$ cat src/uart_config.svh
/*
  uart peripheral configuration constants
  include wherever FIFO depth, oversampling, rates or register offsets are needed
  the guard makes repeated includes safe
*/
`ifndef UART_CONFIG_SVH
`define UART_CONFIG_SVH

`define UART_FIFO_DEPTH 8      // entries per FIFO, count field is 4 bits
`define UART_OVERSAMPLE 16     // receiver samples per bit
`define UART_DEFAULT_RATE 5207 // bit time in clocks after reset
`define UART_MIN_RATE 32       // smaller writes are raised to this
`define UART_BUS_WIDTH 32

// register byte offsets
`define UART_ADDR_RX_DATA 8'd0
`define UART_ADDR_TX_DATA 8'd4
`define UART_ADDR_RX_STATE 8'd8
`define UART_ADDR_TX_STATE 8'd12
`define UART_ADDR_BAUD_RATE 8'd16
`define UART_ADDR_BUFFER_CLEAR 8'd20
`define UART_ADDR_FLOW_CONTROL 8'd24

`endif
$ cat src/uartPkg.sv
/*
  shared types for the uart peripheral
  modules name these types in their port lists and import the package inside
  the FSM enums carry RX_ and TX_ prefixes so both fit in one scope
*/
`default_nettype none

`include "uart_config.svh"

package uartPkg;

  typedef logic [7:0] uartByte;                     // serial payload
  typedef logic [`UART_BUS_WIDTH-1:0] busWord;      // register data
  typedef logic [7:0] busAddr;                      // register byte address
  typedef logic [15:0] bitTime;                     // clocks per bit
  typedef logic [3:0] fifoCount;                    // 0..8 entries
  typedef logic [3:0] sampleCount;                  // oversample position

  // receiver FSM
  typedef enum logic [1:0] {
    RX_IDLE,
    RX_START,  // waiting for start midpoint
    RX_DATA,
    RX_STOP
  } rxState;

  // transmitter FSM
  typedef enum logic [1:0] {
    TX_IDLE,
    TX_START,  // byte latched, start bit pending next tick
    TX_DATA,
    TX_STOP
  } txState;

endpackage

`default_nettype wire

$ cat src/baudRateGen.sv
/*
  baud generator
  bitTick fires once per programmed bit time, sampleTick at 1/16 of it
  sample counter is realigned on every bitTick so each bit gets 16 samples
  restart reloads both counters after a rate write
*/
`timescale 1ns/1ns
`default_nettype none

`include "uart_config.svh"

module baudRateGen (
  input wire clk,
  input wire nReset,
  input wire uartPkg::bitTime rate,
  input wire restart,
  output logic bitTick,
  output logic sampleTick
);
  import uartPkg::*;

  localparam int sampleShift = $clog2(`UART_OVERSAMPLE);

  bitTime bitCnt;      // counts down to the next bit edge
  bitTime sampleCnt;   // counts down to the next sample
  bitTime sampleRate;  // clocks per sample, remainder dropped

  assign sampleRate = rate >> sampleShift;

  assign bitTick = (bitCnt == '0);
  assign sampleTick = (sampleCnt == '0);

  always_ff @(posedge clk, negedge nReset) begin
    if (!nReset) begin
      bitCnt <= bitTime'(`UART_DEFAULT_RATE - 1);
      sampleCnt <= bitTime'((`UART_DEFAULT_RATE >> sampleShift) - 1);
    end else if (restart) begin
      bitCnt <= rate - bitTime'(1);        // new rate already in the register
      sampleCnt <= sampleRate - bitTime'(1);
    end else begin
      bitCnt <= bitTick ? rate - bitTime'(1) : bitCnt - bitTime'(1);
      // realign samples to the bit period
      if (bitTick || sampleTick) begin
        sampleCnt <= sampleRate - bitTime'(1);
      end else begin
        sampleCnt <= sampleCnt - bitTime'(1);
      end
    end
  end

endmodule

`default_nettype wire

$ cat src/byteFifo.sv
/*
  byte FIFO, UART_FIFO_DEPTH entries, circular buffer
  pointers carry one extra bit to tell full from empty
  push and pop in one cycle are both honoured, even when full
  a dropped push sets a sticky overflow, which only clear removes
*/
`timescale 1ns/1ns
`default_nettype none

`include "uart_config.svh"

module byteFifo (
  input wire clk,
  input wire nReset,
  input wire push,
  input wire uartPkg::uartByte pushData,
  input wire pop,
  input wire clear,
  output uartPkg::uartByte head,
  output uartPkg::fifoCount count,
  output logic full,
  output logic empty,
  output logic overflow
);
  import uartPkg::*;

  localparam int ptrW = $clog2(`UART_FIFO_DEPTH);

  uartByte mem [`UART_FIFO_DEPTH];
  logic [ptrW:0] wrPtr;  // msb is the wrap bit
  logic [ptrW:0] rdPtr;
  logic doPush;
  logic doPop;

  assign empty = (wrPtr == rdPtr);
  assign full = (wrPtr[ptrW] != rdPtr[ptrW]) && (wrPtr[ptrW-1:0] == rdPtr[ptrW-1:0]);
  assign count = fifoCount'(wrPtr - rdPtr);
  assign head = mem[rdPtr[ptrW-1:0]];  // show-ahead

  assign doPop = pop && !empty;          // pop on empty ignored
  assign doPush = push && (!full || doPop); // pop frees the slot same cycle

  always_ff @(posedge clk, negedge nReset) begin
    if (!nReset) begin
      wrPtr <= '0;
      rdPtr <= '0;
      overflow <= 1'b0;
    end else if (clear) begin
      wrPtr <= '0;  // contents left as they are
      rdPtr <= '0;
      overflow <= 1'b0;
    end else begin
      if (doPush) begin
        wrPtr <= wrPtr + 1'b1;
      end
      if (doPop) begin
        rdPtr <= rdPtr + 1'b1;
      end
      if (push && !doPush) begin
        overflow <= 1'b1;  // byte lost
      end
    end
  end

  // storage
  always_ff @(posedge clk) begin
    if (doPush) begin
      mem[wrPtr[ptrW-1:0]] <= pushData;
    end
  end

endmodule

`default_nettype wire

$ cat src/uartPeripheral.sv
/*
  uart peripheral top level
  register bus and serial pins in, wiring between register block,
  both FIFOs, baud generator, receiver and transmitter
*/
`timescale 1ns/1ns
`default_nettype none

module uartPeripheral (
  input wire clk,
  input wire nReset,
  input wire uartPkg::busAddr addr,
  input wire wen,
  input wire ren,
  input wire uartPkg::busWord wdata,
  output uartPkg::busWord rdata,
  output logic error,
  input wire rx,
  output logic tx,
  input wire cts,
  output logic rts
);
  import uartPkg::*;

  uartByte txPushData, txHead, txByte;
  uartByte rxHead, rxData;
  fifoCount txCount, rxCount;
  bitTime rate;
  logic txPush, txPop, rxPop, clear;
  logic restart, txStart, txBusy;
  logic rxDone, frameErr, rxOverflow;
  logic bitTick, sampleTick;

  uartRegisters regs (
    .clk, .nReset, .addr, .wen, .ren, .wdata, .rdata, .error, .cts,
    .txPush, .txPushData, .txPop, .txHead, .txCount,
    .rxPop, .rxHead, .rxCount, .rxOverflow,
    .clear, .rate, .restart, .txStart, .txByte, .txBusy, .frameErr, .rts
  );

  // tx path fill is limited by the register block, so full/overflow are unused
  byteFifo txFifo (
    .clk, .nReset,
    .push(txPush), .pushData(txPushData), .pop(txPop), .clear,
    .head(txHead), .count(txCount), .full(), .empty(), .overflow()
  );

  byteFifo rxFifo (
    .clk, .nReset,
    .push(rxDone), .pushData(rxData), .pop(rxPop), .clear,
    .head(rxHead), .count(rxCount), .full(), .empty(), .overflow(rxOverflow)
  );

  baudRateGen baud (
    .clk, .nReset, .rate, .restart, .bitTick, .sampleTick
  );

  uartReceiver receiver (
    .clk, .nReset, .sampleTick, .rx, .data(rxData), .done(rxDone), .frameErr
  );

  uartTransmitter transmitter (
    .clk, .nReset, .bitTick, .start(txStart), .data(txByte), .tx, .busy(txBusy)
  );

endmodule

`default_nettype wire

$ cat src/uartReceiver.sv
/*
  8N1 serial receiver, 16x oversampled from sampleTick
  falling edge in idle starts a frame, start bit is rechecked at its midpoint
  data bits are taken LSB first at mid-bit
  stop midpoint gives done for a high line, frameErr for a low one
*/
`timescale 1ns/1ns
`default_nettype none

`include "uart_config.svh"

module uartReceiver (
  input wire clk,
  input wire nReset,
  input wire sampleTick,
  input wire rx,
  output uartPkg::uartByte data,
  output logic done,
  output logic frameErr
);
  import uartPkg::*;

  localparam sampleCount halfCnt = sampleCount'(`UART_OVERSAMPLE / 2 - 1);
  localparam sampleCount fullCnt = sampleCount'(`UART_OVERSAMPLE - 1);

  rxState state;
  logic [2:0] rxSync;    // two sync stages plus edge history
  logic rxIn;
  logic fall;
  sampleCount sampleCnt;
  logic [2:0] bitIdx;    // data bit being received
  logic bitMid;

  assign rxIn = rxSync[1];
  assign fall = rxSync[2] && !rxSync[1];
  assign bitMid = sampleTick && (sampleCnt == fullCnt);

  always_ff @(posedge clk, negedge nReset) begin
    if (!nReset) begin
      rxSync <= 3'b111;  // line idles high
      state <= RX_IDLE;
      sampleCnt <= '0;
      bitIdx <= '0;
      done <= 1'b0;
      frameErr <= 1'b0;
    end else begin
      rxSync <= {rxSync[1:0], rx};
      done <= 1'b0;
      frameErr <= 1'b0;
      case (state)
        RX_IDLE: begin
          if (fall) begin
            state <= RX_START;
            sampleCnt <= '0;
          end
        end
        RX_START: begin
          if (sampleTick) begin
            if (sampleCnt == halfCnt) begin
              // glitch if line went back high
              state <= rxIn ? RX_IDLE : RX_DATA;
              sampleCnt <= '0;
              bitIdx <= '0;
            end else begin
              sampleCnt <= sampleCnt + 4'd1;
            end
          end
        end
        RX_DATA: begin
          if (sampleTick) begin
            sampleCnt <= bitMid ? '0 : sampleCnt + 4'd1;
          end
          if (bitMid) begin
            bitIdx <= bitIdx + 3'd1;
            if (bitIdx == 3'd7) begin
              state <= RX_STOP;
            end
          end
        end
        RX_STOP: begin
          if (sampleTick) begin
            sampleCnt <= bitMid ? '0 : sampleCnt + 4'd1;
          end
          if (bitMid) begin
            done <= rxIn;        // good stop bit
            frameErr <= !rxIn;   // byte discarded
            state <= RX_IDLE;
          end
        end
        default: state <= RX_IDLE;
      endcase
    end
  end

  // shift in at mid-bit, LSB arrives first
  always_ff @(posedge clk) begin
    if (state == RX_DATA && bitMid) begin
      data <= {rxIn, data[7:1]};
    end
  end

endmodule

`default_nettype wire

$ cat src/uartRegisters.sv
/*
  register block for the uart peripheral
  decodes the bus, holds rate and flow control, builds the registered read word
  drives FIFO push/pop/clear, baud restart and the transmit launch
  frame errors are kept sticky here until RX_STATE is read
*/
`timescale 1ns/1ns
`default_nettype none

`include "uart_config.svh"

module uartRegisters (
  input wire clk,
  input wire nReset,
  input wire uartPkg::busAddr addr,
  input wire wen,
  input wire ren,
  input wire uartPkg::busWord wdata,
  output uartPkg::busWord rdata,
  output logic error,
  input wire cts,
  output logic txPush,
  output uartPkg::uartByte txPushData,
  output logic txPop,
  input wire uartPkg::uartByte txHead,
  input wire uartPkg::fifoCount txCount,
  output logic rxPop,
  input wire uartPkg::uartByte rxHead,
  input wire uartPkg::fifoCount rxCount,
  input wire rxOverflow,
  output logic clear,
  output uartPkg::bitTime rate,
  output logic restart,
  output logic txStart,
  output uartPkg::uartByte txByte,
  input wire txBusy,
  input wire frameErr,
  output logic rts
);
  import uartPkg::*;

  logic flowCtl;       // 1 = cts gates transmission
  logic frameErrFlag;  // sticky
  logic rxEmpty;
  logic launch;

  assign rxEmpty = (rxCount == '0);
  assign error = rxOverflow;
  assign rts = (rxCount == `UART_FIFO_DEPTH);  // receive FIFO full

  // bus side FIFO strobes act at the sampling edge
  assign txPush = wen && (addr == `UART_ADDR_TX_DATA) && (txCount != `UART_FIFO_DEPTH);
  assign txPushData = wdata[7:0];
  assign rxPop = ren && (addr == `UART_ADDR_RX_DATA) && !rxEmpty;
  assign clear = wen && (addr == `UART_ADDR_BUFFER_CLEAR);

  // txStart still high means the last launch hasn't reached busy yet
  assign launch = (txCount != '0) && !txBusy && !txStart && (cts || !flowCtl);

  always_ff @(posedge clk, negedge nReset) begin
    if (!nReset) begin
      rate <= `UART_DEFAULT_RATE;
      flowCtl <= 1'b1;
      restart <= 1'b0;
    end else begin
      restart <= wen && (addr == `UART_ADDR_BAUD_RATE);  // one cycle after new rate
      if (wen && addr == `UART_ADDR_BAUD_RATE) begin
        if (wdata[15:0] < `UART_MIN_RATE) begin
          rate <= bitTime'(`UART_MIN_RATE);  // clamp
        end else begin
          rate <= wdata[15:0];
        end
      end
      if (wen && addr == `UART_ADDR_FLOW_CONTROL) begin
        flowCtl <= wdata[0];
      end
    end
  end

  always_ff @(posedge clk, negedge nReset) begin
    if (!nReset) begin
      txStart <= 1'b0;
      txPop <= 1'b0;
    end else begin
      txStart <= launch;
      txPop <= launch;  // head leaves with the start pulse
    end
  end

  always_ff @(posedge clk) begin
    if (launch) begin
      txByte <= txHead;
    end
  end

  always_ff @(posedge clk, negedge nReset) begin
    if (!nReset) begin
      rdata <= '0;
      frameErrFlag <= 1'b0;
    end else begin
      if (frameErr) begin
        frameErrFlag <= 1'b1;  // new error wins over a clearing read
      end else if (ren && addr == `UART_ADDR_RX_STATE) begin
        frameErrFlag <= 1'b0;
      end
      if (ren) begin
        case (addr)
          `UART_ADDR_RX_DATA: rdata <= rxEmpty ? '0 : {24'b0, rxHead};
          `UART_ADDR_RX_STATE: begin
            rdata <= {25'b0, rxOverflow, frameErrFlag, !rxEmpty, rxCount};
          end
          `UART_ADDR_TX_STATE: rdata <= {rate, 11'b0, txBusy, txCount};
          `UART_ADDR_BAUD_RATE: rdata <= {16'b0, rate};
          `UART_ADDR_FLOW_CONTROL: rdata <= {31'b0, flowCtl};
          default: rdata <= '0;  // write-only or unmapped
        endcase
      end
    end
  end

endmodule

`default_nettype wire

$ cat src/uartTransmitter.sv
/*
  8N1 serial transmitter
  start latches the byte and raises busy, the frame begins at the next bitTick
  start bit, 8 data bits LSB first and stop bit each last one tick period
  tx is a flop and rests high
*/
`timescale 1ns/1ns
`default_nettype none

module uartTransmitter (
  input wire clk,
  input wire nReset,
  input wire bitTick,
  input wire start,
  input wire uartPkg::uartByte data,
  output logic tx,
  output logic busy
);
  import uartPkg::*;

  txState state;
  uartByte shiftReg;     // remaining data bits
  logic [3:0] bitCnt;    // 0..7 data, 8..9 stop

  always_ff @(posedge clk, negedge nReset) begin
    if (!nReset) begin
      state <= TX_IDLE;
      tx <= 1'b1;
      busy <= 1'b0;
      bitCnt <= '0;
    end else begin
      case (state)
        TX_IDLE: begin
          if (start) begin
            busy <= 1'b1;
            state <= TX_START;
          end
        end
        TX_START: begin
          if (bitTick) begin
            tx <= 1'b0;  // start bit
            bitCnt <= '0;
            state <= TX_DATA;
          end
        end
        TX_DATA: begin
          if (bitTick) begin
            tx <= shiftReg[0];
            bitCnt <= bitCnt + 4'd1;
            if (bitCnt == 4'd7) begin
              state <= TX_STOP;
            end
          end
        end
        TX_STOP: begin
          if (bitTick) begin
            tx <= 1'b1;  // stop bit, then idle level
            bitCnt <= bitCnt + 4'd1;
            if (bitCnt == 4'd9) begin
              busy <= 1'b0;  // stop bit has run a full period
              state <= TX_IDLE;
            end
          end
        end
        default: state <= TX_IDLE;
      endcase
    end
  end

  always_ff @(posedge clk) begin
    if (state == TX_IDLE && start) begin
      shiftReg <= data;
    end else if (state == TX_DATA && bitTick) begin
      shiftReg <= shiftReg >> 1;
    end
  end

endmodule

`default_nettype wire

$ cat config.mk
export PLATFORM = sky130hd
export DESIGN_NAME = uartPeripheral
export DESIGN_NICKNAME = d
export VERILOG_FILES = /design/src/uartPkg.sv /design/src/baudRateGen.sv /design/src/byteFifo.sv /design/src/uartPeripheral.sv /design/src/uartReceiver.sv /design/src/uartRegisters.sv /design/src/uartTransmitter.sv
export VERILOG_INCLUDE_DIRS = /design/src
export SDC_FILE = /design/constraint.sdc
export NUM_CORES = 1
export LEC_CHECK = 0
export BUFFER_PORTS_ARGS = -buffer_cell sky130_fd_sc_hd__buf_4
export CAP_MARGIN = 25
export CORE_MARGIN = 2
export CORE_UTILIZATION = 55
export DETAILED_ROUTE_END_ITERATION = 7
export GPL_ROUTABILITY_DRIVEN = 0
export MAX_ROUTING_LAYER = met4
export PLACE_DENSITY = 0.84
export SKIP_CTS_REPAIR_TIMING = 1
export SLEW_MARGIN = 20
export SYNTH_ARGS = -nofsm -noshare
export SYNTH_HDL_FRONTEND = slang
export SYNTH_HIERARCHICAL = 1
export SYNTH_SLANG_ARGS = --single-unit
$ cat constraint.sdc
create_clock -name clk -period 4.2 [get_ports clk]
set_input_delay 0.21 -clock clk [delete_from_list [all_inputs] [get_ports clk]]
set_output_delay 0.21 -clock clk [all_outputs]
set_load 0.02 [all_outputs]
After elaboration in Yosys (flattened, before gate mapping)
Memory sizes are Yosys's and may differ from the RTL's. A register that Yosys moved wholly into a read port is not among the register bits. Cells that the tools add are included.

Add/sub/neg operators: 13. $lt $le $gt $ge: 1. Equal/unequal tests: 39. Mux-type cells: 65. Reduce and logical (&&, ||, !) cells: 64.

Operator list (count): 32-bit one-hot mux with 5 select lines (1); 16-bit two-way mux (5); 4-bit two-way mux (15); 16-bit by 1-bit subtractor with 16-bit output, second input constant (3); 16-bit logical NOT (2); 2-bit two-way mux (13); 4-bit by 1-bit adder with 4-bit output, second input constant (6); 8-bit by 5-bit == test with 1-bit output, second input constant (3); 8-bit two-way mux (3); 1-bit logical AND (23); 2-bit nonzero test (10); 1-bit two-way mux (18); 2-bit by 1-bit inequality test with 1-bit output, second input constant (9); 8-bit by 4-bit == test with 1-bit output, second input constant (2); 16-bit by 6-bit less-than comparator with 1-bit output, second input constant (1); 2-bit one-hot mux with 4 select lines (2); 12-bit by 1-bit subtractor with 13-bit output, second input constant (1); 4-bit == test, second input constant (3); 4-bit one-hot mux with 3 select lines (1); 4-bit AND reduction (3); 6-bit AND reduction (2); 1-bit logical NOT (10); 2-bit inequality test, second input constant (5); 3-bit two-way mux (3); 23 further kinds (38).

Register bits after elaboration: 139. Memory bits (writable): 128. Bits of input ports: 46. Logic and storage cells: 209. Memories kept: 2.

Memory list: rxFifo.mem (words 8, width 8, rd ports 1, clocked after memory_dff 0, wr ports 1, RTL line byteFifo.sv:29) `` uartByte mem [`UART_FIFO_DEPTH]; ``; txFifo.mem (words 8, width 8, rd ports 1, clocked after memory_dff 1, wr ports 1, RTL line byteFifo.sv:29).

Depth between registers and ports, before layout
Gate-level depths: netlist of run 1.

Depth after elaboration: 11. Gate-level depth with buffers: 14. Mapped depth without buffers: 13.

Hierarchy
The synthesis of run 1 kept the hierarchy.

Modules (own cells, without submodules): byteFifo at txFifo (times used 1, cells each 177, area each 3065.4 um^2, sequential area each 2147.1 um^2); byteFifo at rxFifo (times used 1, cells each 181, area each 3045.4 um^2, sequential area each 2147.1 um^2); uartRegisters (times used 1, cells each 217, area each 2651.3 um^2, sequential area each 1551.5 um^2); baudRateGen (times used 1, cells each 236, area each 2185.8 um^2, sequential area each 812.0 um^2); uartReceiver (times used 1, cells each 77, area each 955.9 um^2, sequential area each 594.3 um^2); uartTransmitter (times used 1, cells each 79, area each 922.1 um^2, sequential area each 441.7 um^2).

Least setup slack after synthesis of run 1
Ideal clock, no wire load.

Kind: flip-flop to flip-flop. From: register txFifo.rdPtr[1]. To: memory txFifo/mem[0][0] (netlist bit), enable pin. Library setup time: 0.395 ns. Data arrival time: 3.876 ns. Slack: -0.070 ns. Stages on the path, launching flop included: 11. Period minus slack after synthesis: 4.270 ns. Cell sequence: dfrtp_1 -> clkbuf_1 -> buf_2 -> inv_2 -> ha_1 -> a21o_1 -> a21oi_1 -> xnor2_1 -> a2111oi_0 -> o31ai_4 -> nor4_1.

RTL lines: start: declaration (RTL line byteFifo.sv:31) `logic [ptrW:0] rdPtr;`; start signal: assignment (RTL line byteFifo.sv:57) `rdPtr <= rdPtr + 1'b1;`; 4-bit subtractor (RTL line byteFifo.sv:37) `assign count = fifoCount'(wrPtr - rdPtr);`; net txCount[3] (RTL line uartPeripheral.sv:27) `fifoCount txCount, rxCount;`; 4-bit inequality test (no line); 1-bit logical AND (RTL line uartRegisters.sv:52) `` assign txPush = wen && (addr == `UART_ADDR_TX_DATA) && (txCount != `UART_FIFO_DEPTH); ``; net txPush (RTL line uartPeripheral.sv:29) `logic txPush, txPop, rxPop, clear;`; 1-bit logical AND (RTL line byteFifo.sv:41) `assign doPush = push && (!full || doPop);`; 1-bit two-way mux (RTL line byteFifo.sv:67) `if (doPush) begin`; 1-bit two-way mux (not written as such) (RTL line byteFifo.sv:68) `mem[wrPtr[ptrW-1:0]] <= pushData;`; end: declaration (RTL line byteFifo.sv:29).

The timed path passes the listed nets, and every way through them passes these cells.

Worst setup path after layout of run 1
From: register txFifo.rdPtr[1]. To: memory txFifo/mem[4][6] (netlist bit), enable pin.

Same word-level chain as after synthesis.

==> flow_summary.ini, run 1 <==
[power_and_ir_drop]
seq_power_share_pct = 51.3
p_leak_nw = 5.74
irDropWorstVdd_uv = 361
p_sw_share_pct = 23.4
p_per_area_nw_per_um2 = 411
combPwrFrac_pct = 8.3
clock_power_share_pct = 40.4
intPower_w = 0.00460
power.switching_w = 0.00141

[clock_network]
clkLatencyLatePin_ns = 0.53
cts_tree = yes
cts_max_path_buffers = 3
cts_buffers = 27
cts_root_buffer = clkbuf_16
cts.sinks = 275
ctsHtreeMaxLevel = 1
cts.clk_slew.worst_paths_ns = 0.06

[worst_hold_path]
min_to = regs/rdata[7]$_DFFE_PN0P_
min_from = ren
min_path_type = input pin to flop
worstHoldPathCells = 2

[routing]
viasPerCell = 6.11
num_vias = 8287
wirelength_um = 28600
first_pass_iters = 5
drc_errors = 0
first_iter_violations = 639
postRouteAntennaNets = 0
routedWlPerCell_um = 21.1

[global_routing]
grt_max_degree = 63
overflow = 0
grt_pass1_wl_um = 44600
antenna_found_initial = 0
grt_usage_pct = 24.3
grt_pass1_vias = 8208

[sta]
fin_crit_sh_pct = 82.9
final.setup.tns_ns = 0
rsz0062_at_grt = false
finClkSkew_ns = 0.00764
drv_slew = 0
slew_headroom_pct = 33.7
hold_violations = 0
tightest_slew_ns = 0.995
final-setup-viol-count = 0
max_freq_ghz = 0.287
fin_crit_ns = 3.48

[place]
dpl.hpwl_um = 18900
dp_cells = 1289
port_buffers = 64

[critical_path]
r2r_setup_slack_ns = 0.72
r2r-end = txFifo/mem[4][6]$_DFFE_PP_
crit_top_cell = buf_4
crit_slowest_cell = dfrtp_1
reg2reg_from = txFifo/rdPtr[1]$_DFFE_PN0P_
required_ns = 4.43
start_kind = flop
path_class = flop to flop
worstPathCellList = inv_2, ha_1, a21o_1, a21oi_1, xnor2_1, a2111oi_0, buf_4, o311ai_2, nor3_1, buf_4
endpoint_kind = flop
slowest_delay_ns = 1.00
reg2reg_depth = 10
crit_arrival_ns = 3.72
path_max_fanout = 21

[floorplan]
ioPinCount = 81
core_um2 = 22700
die-area_um2 = 24500
die_w_um = 156
die_y_um = 156
start_util_pct = 56.2
rows = 55

[cells_and_area]
fin_nets = 1126
fill_cells = 1567
insertedDiodeCount = 0
stdcell_count = 1357
drive_gt1_share_pct = 22.8
syn2layout_area_growth_pct = 14.6

[yosys]
yosys_warnings = 6
postSynthAreaPerCell_um2 = 13.3
syn_inst = 959
synth_area_um2 = 12800
syn_nets = 1033

[outcome]
status = finished clean

[flow_run]
maxCapViolations = 0
## metrics by stage
stage / cell area (um2) / power, W / hold WS (ns) / setup slack [ns] / util [%]
floorplan: 12800 / 0.00344 / -0.0856 / 0.0523 / -
global placement: 13500 / 0.00358 / 0.319 / 0.921 / 59.7
detailed placement: 13500 / 0.00360 / 0.322 / 0.833 / 59.7
CTS: 14400 / 0.00603 / -0.229 / 0.783 / 63.6
global route: 14600 / 0.00622 / 0.0697 / 0.595 / 64.5
finish: 14600 / 0.00601 / 0.0604 / 0.719 / 64.5
## sequential cells by signal, summed over array words and instances (netlist names), 2 cells and up, named ones only
signal	cells
transmitter/bitCnt	4
rxFifo/wrPtr	4
baud/sampleCnt	16
transmitter/shiftReg	8
txFifo/wrPtr	4
txFifo/mem	64
receiver/bitIdx	3
receiver/rxSync	3
rxFifo/rdPtr	4
receiver/data	8
baud/bitCnt	16
transmitter/state	2
regs/rate	16
regs/rdata	32
rxFifo/mem	64
txFifo/rdPtr	4
receiver/sampleCnt	4
regs/txByte	8
## power groups by stage
stage	sequential, W	combinational [W]	clock (W)
floorplan	0.00309	0.000354	0
CTS	0.00308	0.000481	0.00247
finish	0.00308	0.000498	0.00243
detailed placement	0.00313	0.000474	0
global route	0.00309	0.000555	0.00258
global placement	0.00312	0.000456	0
## layout by cell type, fill, tap and decap left out, drive strengths merged, types with 26 or more instances in the layout
master / n
nand2: 121
xnor2: 29
edfxtp: 152
nor2: 54
xor2: 36
nor3: 27
clkbuf: 33
o21ai: 27
inv: 36
buf: 91
mux4: 32
ha: 26
dfrtp: 102
## cell type report
class | count | area [um2] | area share, %
Multi-Input combinational cell | 603 | 4700 | 32.1
Tap cell | 285 | 357 | 2.44
Clock inverter | 16 | 155 | 1.06
Inverter | 36 | 135 | 0.923
Timing Repair Buffer | 109 | 883 | 6.03
Clock buffer | 33 | 738 | 5.04
Sequential cell | 275 | 7670 | 52.4
## critical path, delay by kind of cell (launching register included)
| family | cells | cell delay, ns |
|---|---|---|
| AND/OR/NAND/NOR | 1 | 0.23 |
| buffers and inverters | 3 | 0.52 |
| adder cells (fa/ha/maj) | 1 | 0.33 |
| flip-flops | 1 | 1.00 |
| AO/OA/AOI/OAI | 4 | 0.97 |
| XOR/XNOR | 1 | 0.13 |
## layer usage
| layer | up-vias | part of all wire [%] | global-route usage (%) |
|---|---|---|---|
| li1 | 3722 | - | - |
| met1 | 4170 | 41 | 32.1 |
| met2 | 316 | 50 | 39.0 |
| met3 | 79 | 6.1 | 3.60 |
| met4 | 0 | 3.5 | 8.13 |
| met5 | - | 0 | - |
## worst max path at each step
stage	from	endpoint	slack (ns)	depth (start not counted)
global placement	txFifo/rdPtr[1]$_DFFE_PN0P_	txFifo/mem[4][5]$_DFFE_PP_	0.92	10
finish	txFifo/rdPtr[1]$_DFFE_PN0P_	txFifo/mem[4][6]$_DFFE_PP_	0.72	10
detailed placement	txFifo/rdPtr[1]$_DFFE_PN0P_	txFifo/mem[5][4]$_DFFE_PP_	0.83	10
global route	rxFifo/rdPtr[2]$_DFFE_PN0P_	rxFifo/mem[4][7]$_DFFE_PP_	0.60	10
floorplan	txFifo/rdPtr[1]$_DFFE_PN0P_	txFifo/mem[0][0]$_DFFE_PP_	0.05	10
CTS	txFifo/rdPtr[1]$_DFFE_PN0P_	txFifo/mem[4][5]$_DFFE_PP_	0.78	10
(Power assumes the default switching activity.)
==> inputs of run 2 (changes only) <==
==> constraint.sdc (replaced) <==
create_clock -name clk -period 2.89 [get_ports clk]
set_input_delay 0.1445 -clock clk [delete_from_list [all_inputs] [get_ports clk]]
set_output_delay 0.1445 -clock clk [all_outputs]
set_load 0.02 [all_outputs]
==> run 2 against run 1 <==
Compared with the run above:
- total power rose by 47%
- register-to-register slack got worse by 0.67 ns
- wire length rose by 2.3%
- sequential cell count did not move
- non-clock buffer count rose by 22
- highest routed layer unchanged
- combinational power rose by 56%
- hold slack got worse by 0.048 ns
- critical endpoint is now rxFifo/mem[6][7]$_DFFE_PP_
==> flow_summary.ini, run 2 (synthesis gave the netlist of run 1 again) <==
[routing]
postRouteAntennaNets = 0
routedWlPerCell_um = 21.1
first_pass_iters = 5
num_vias = 8386
viasPerCell = 6.06
drc_errors = 0
wirelength_um = 29200
first_iter_violations = 891

[sta]
hold_violations = 0
max_freq_ghz = 0.352
tightest_slew_ns = 0.936
finClkSkew_ns = 0.0186
layout_setup_ws_ns = 0.0461
slew_headroom_pct = 37.0
fin_crit_ns = 2.84
drv_slew = 0
final-setup-viol-count = 0
fin_crit_sh_pct = 98.4

[critical_path]
required_ns = 3.17
r2r_setup_slack_ns = 0.05
path_max_fanout = 8
endpoint_kind = flop
path_class = flop to flop
crit_arrival_ns = 3.12
start_kind = flop

[outcome]
status = finished clean

[cells_and_area]
final_cell_area_um2 = 15200
fill_cells = 1507
multi_input_area_um2 = 5020
layout_commonest_cell = edfxtp_1
syn2layout_area_growth_pct = 19.0
ff_latch_area_um2 = 7670
fin_nets = 1149
drive_gt1_share_pct = 26.9
final_cell_mix = edfxtp_1, nand2_1, buf_4, dfrtp_1, nor2_1

[power_and_ir_drop]
p_leak_nw = 5.90
p_per_area_nw_per_um2 = 581
finalPower_w = 0.00883
irDropWorstVdd_uv = 479

[clock_network]
cts_tree = yes
cts_max_path_buffers = 3
clkLatencyLatePin_ns = 0.54
ctsHtreeMaxLevel = 1
cts_root_buffer = clkbuf_16
cts.clk_slew.worst_paths_ns = 0.06
cts_buffers = 28
cts.sinks = 275

[global_routing]
grt_pass1_wl_um = 45100
grt_pass1_vias = 8219
antenna_found_initial = 2
grt_max_degree = 66
overflow = 0
grt_usage_pct = 24.6

[worst_hold_path]
min_path_type = input pin to flop

[floorplan]
ioPinCount = 81
start_util_pct = 56.2
rows = 55
core_um2 = 22700
die-area_um2 = 24500
die_y_um = 156
die_w_um = 156

[flow_run]
maxCapViolations = 0

[place]
port_buffers = 64
dpl_cell_area_um2 = 13900
dpl.hpwl_um = 19500
pre_cts_slack_ns = -0.0602
## run 2: cell count changes in the layout (fill, tap and decap cells not counted), sizes merged
cell / previous run / this run
dlygate4sd3: 18 / 20
buf: 91 / 111
inv: 36 / 37
diode: 0 / 2
clkbuf: 33 / 40
clkinv: 12 / 7
## run 2: power breakdown
part	switching, W	leakage (nW)	total, W	internal (W)
sequential	0.000181	2.85	0.00447	0.00429
clock	0.00146	0.442	0.00358	0.00211
combinational	0.000429	2.61	0.000777	0.000348
total	0.00207	5.90	0.00883	0.00675
## run 2: metrics by stage
stage | utilization [%] | hold slack, ns | setup TNS, ns | std cells
floorplan | - | -0.151 | -2.78 | 959
global placement | 61.4 | 0.0452 | 0 | 1303
detailed placement | 61.4 | 0.0398 | -1.59 | 1303
CTS | 65.4 | -0.527 | -3.23 | 1355
global route | 66.9 | 0.0144 | -0.800 | 1384
finish | 66.9 | 0.0121 | 0 | 1384
## run 2: final timing paths
kind                                         startpoint                           end  cells after the start
max                         rxFifo/wrPtr[0]$_DFFE_PN0P_    rxFifo/mem[6][7]$_DFFE_PP_                     11
min                                             addr[3]      regs/flowCtl$_DFFE_PN1P_                      3
max reg2reg                 rxFifo/wrPtr[0]$_DFFE_PN0P_    rxFifo/mem[6][7]$_DFFE_PP_                     11
min reg2reg                receiver/rxSync[0]$_DFF_PN1_  receiver/rxSync[1]$_DFF_PN1_                      0
max in group asynchronous                        nReset   txFifo/wrPtr[0]$_DFFE_PN0P_                      3
min in group asynchronous                        nReset     baud/bitCnt[14]$_DFF_PN0_                      2
## run 2: routing by layer
| layer | wire length (um) | track usage, % | vias up |
|---|---|---|---|
| met4 | 918 | 8.04 | 0 |
| met5 | 0 | - | - |
| met3 | 1850 | 3.77 | 72 |
| met1 | 11900 | 32.6 | 4209 |
| met2 | 14600 | 39.6 | 324 |
| li1 | - | - | 3781 |
## run 2: cell type report
| class | count | area share (%) |
|---|---|---|
| antenna | 2 | 0.0329 |
| clock buffer | 40 | 5.04 |
| clock inverter | 12 | 0.980 |
| inverter | 36 | 0.922 |
| multi-input combinational | 603 | 33.0 |
| sequential | 275 | 50.5 |
| tap | 285 | 2.35 |
| timing repair buffer | 131 | 7.17 |
## run 2: critical path: stages, from the launching register on
cell and delay [ns]:
dfrtp_1 0.35, inv_1 0.07, ha_2 0.21, fa_2 0.54, inv_2 0.07, nor4_4 0.34
nor4b_4 0.09, and2_4 0.18, buf_4 0.15, o31ai_4 0.32, buf_6 0.19, nor2_4 0.08
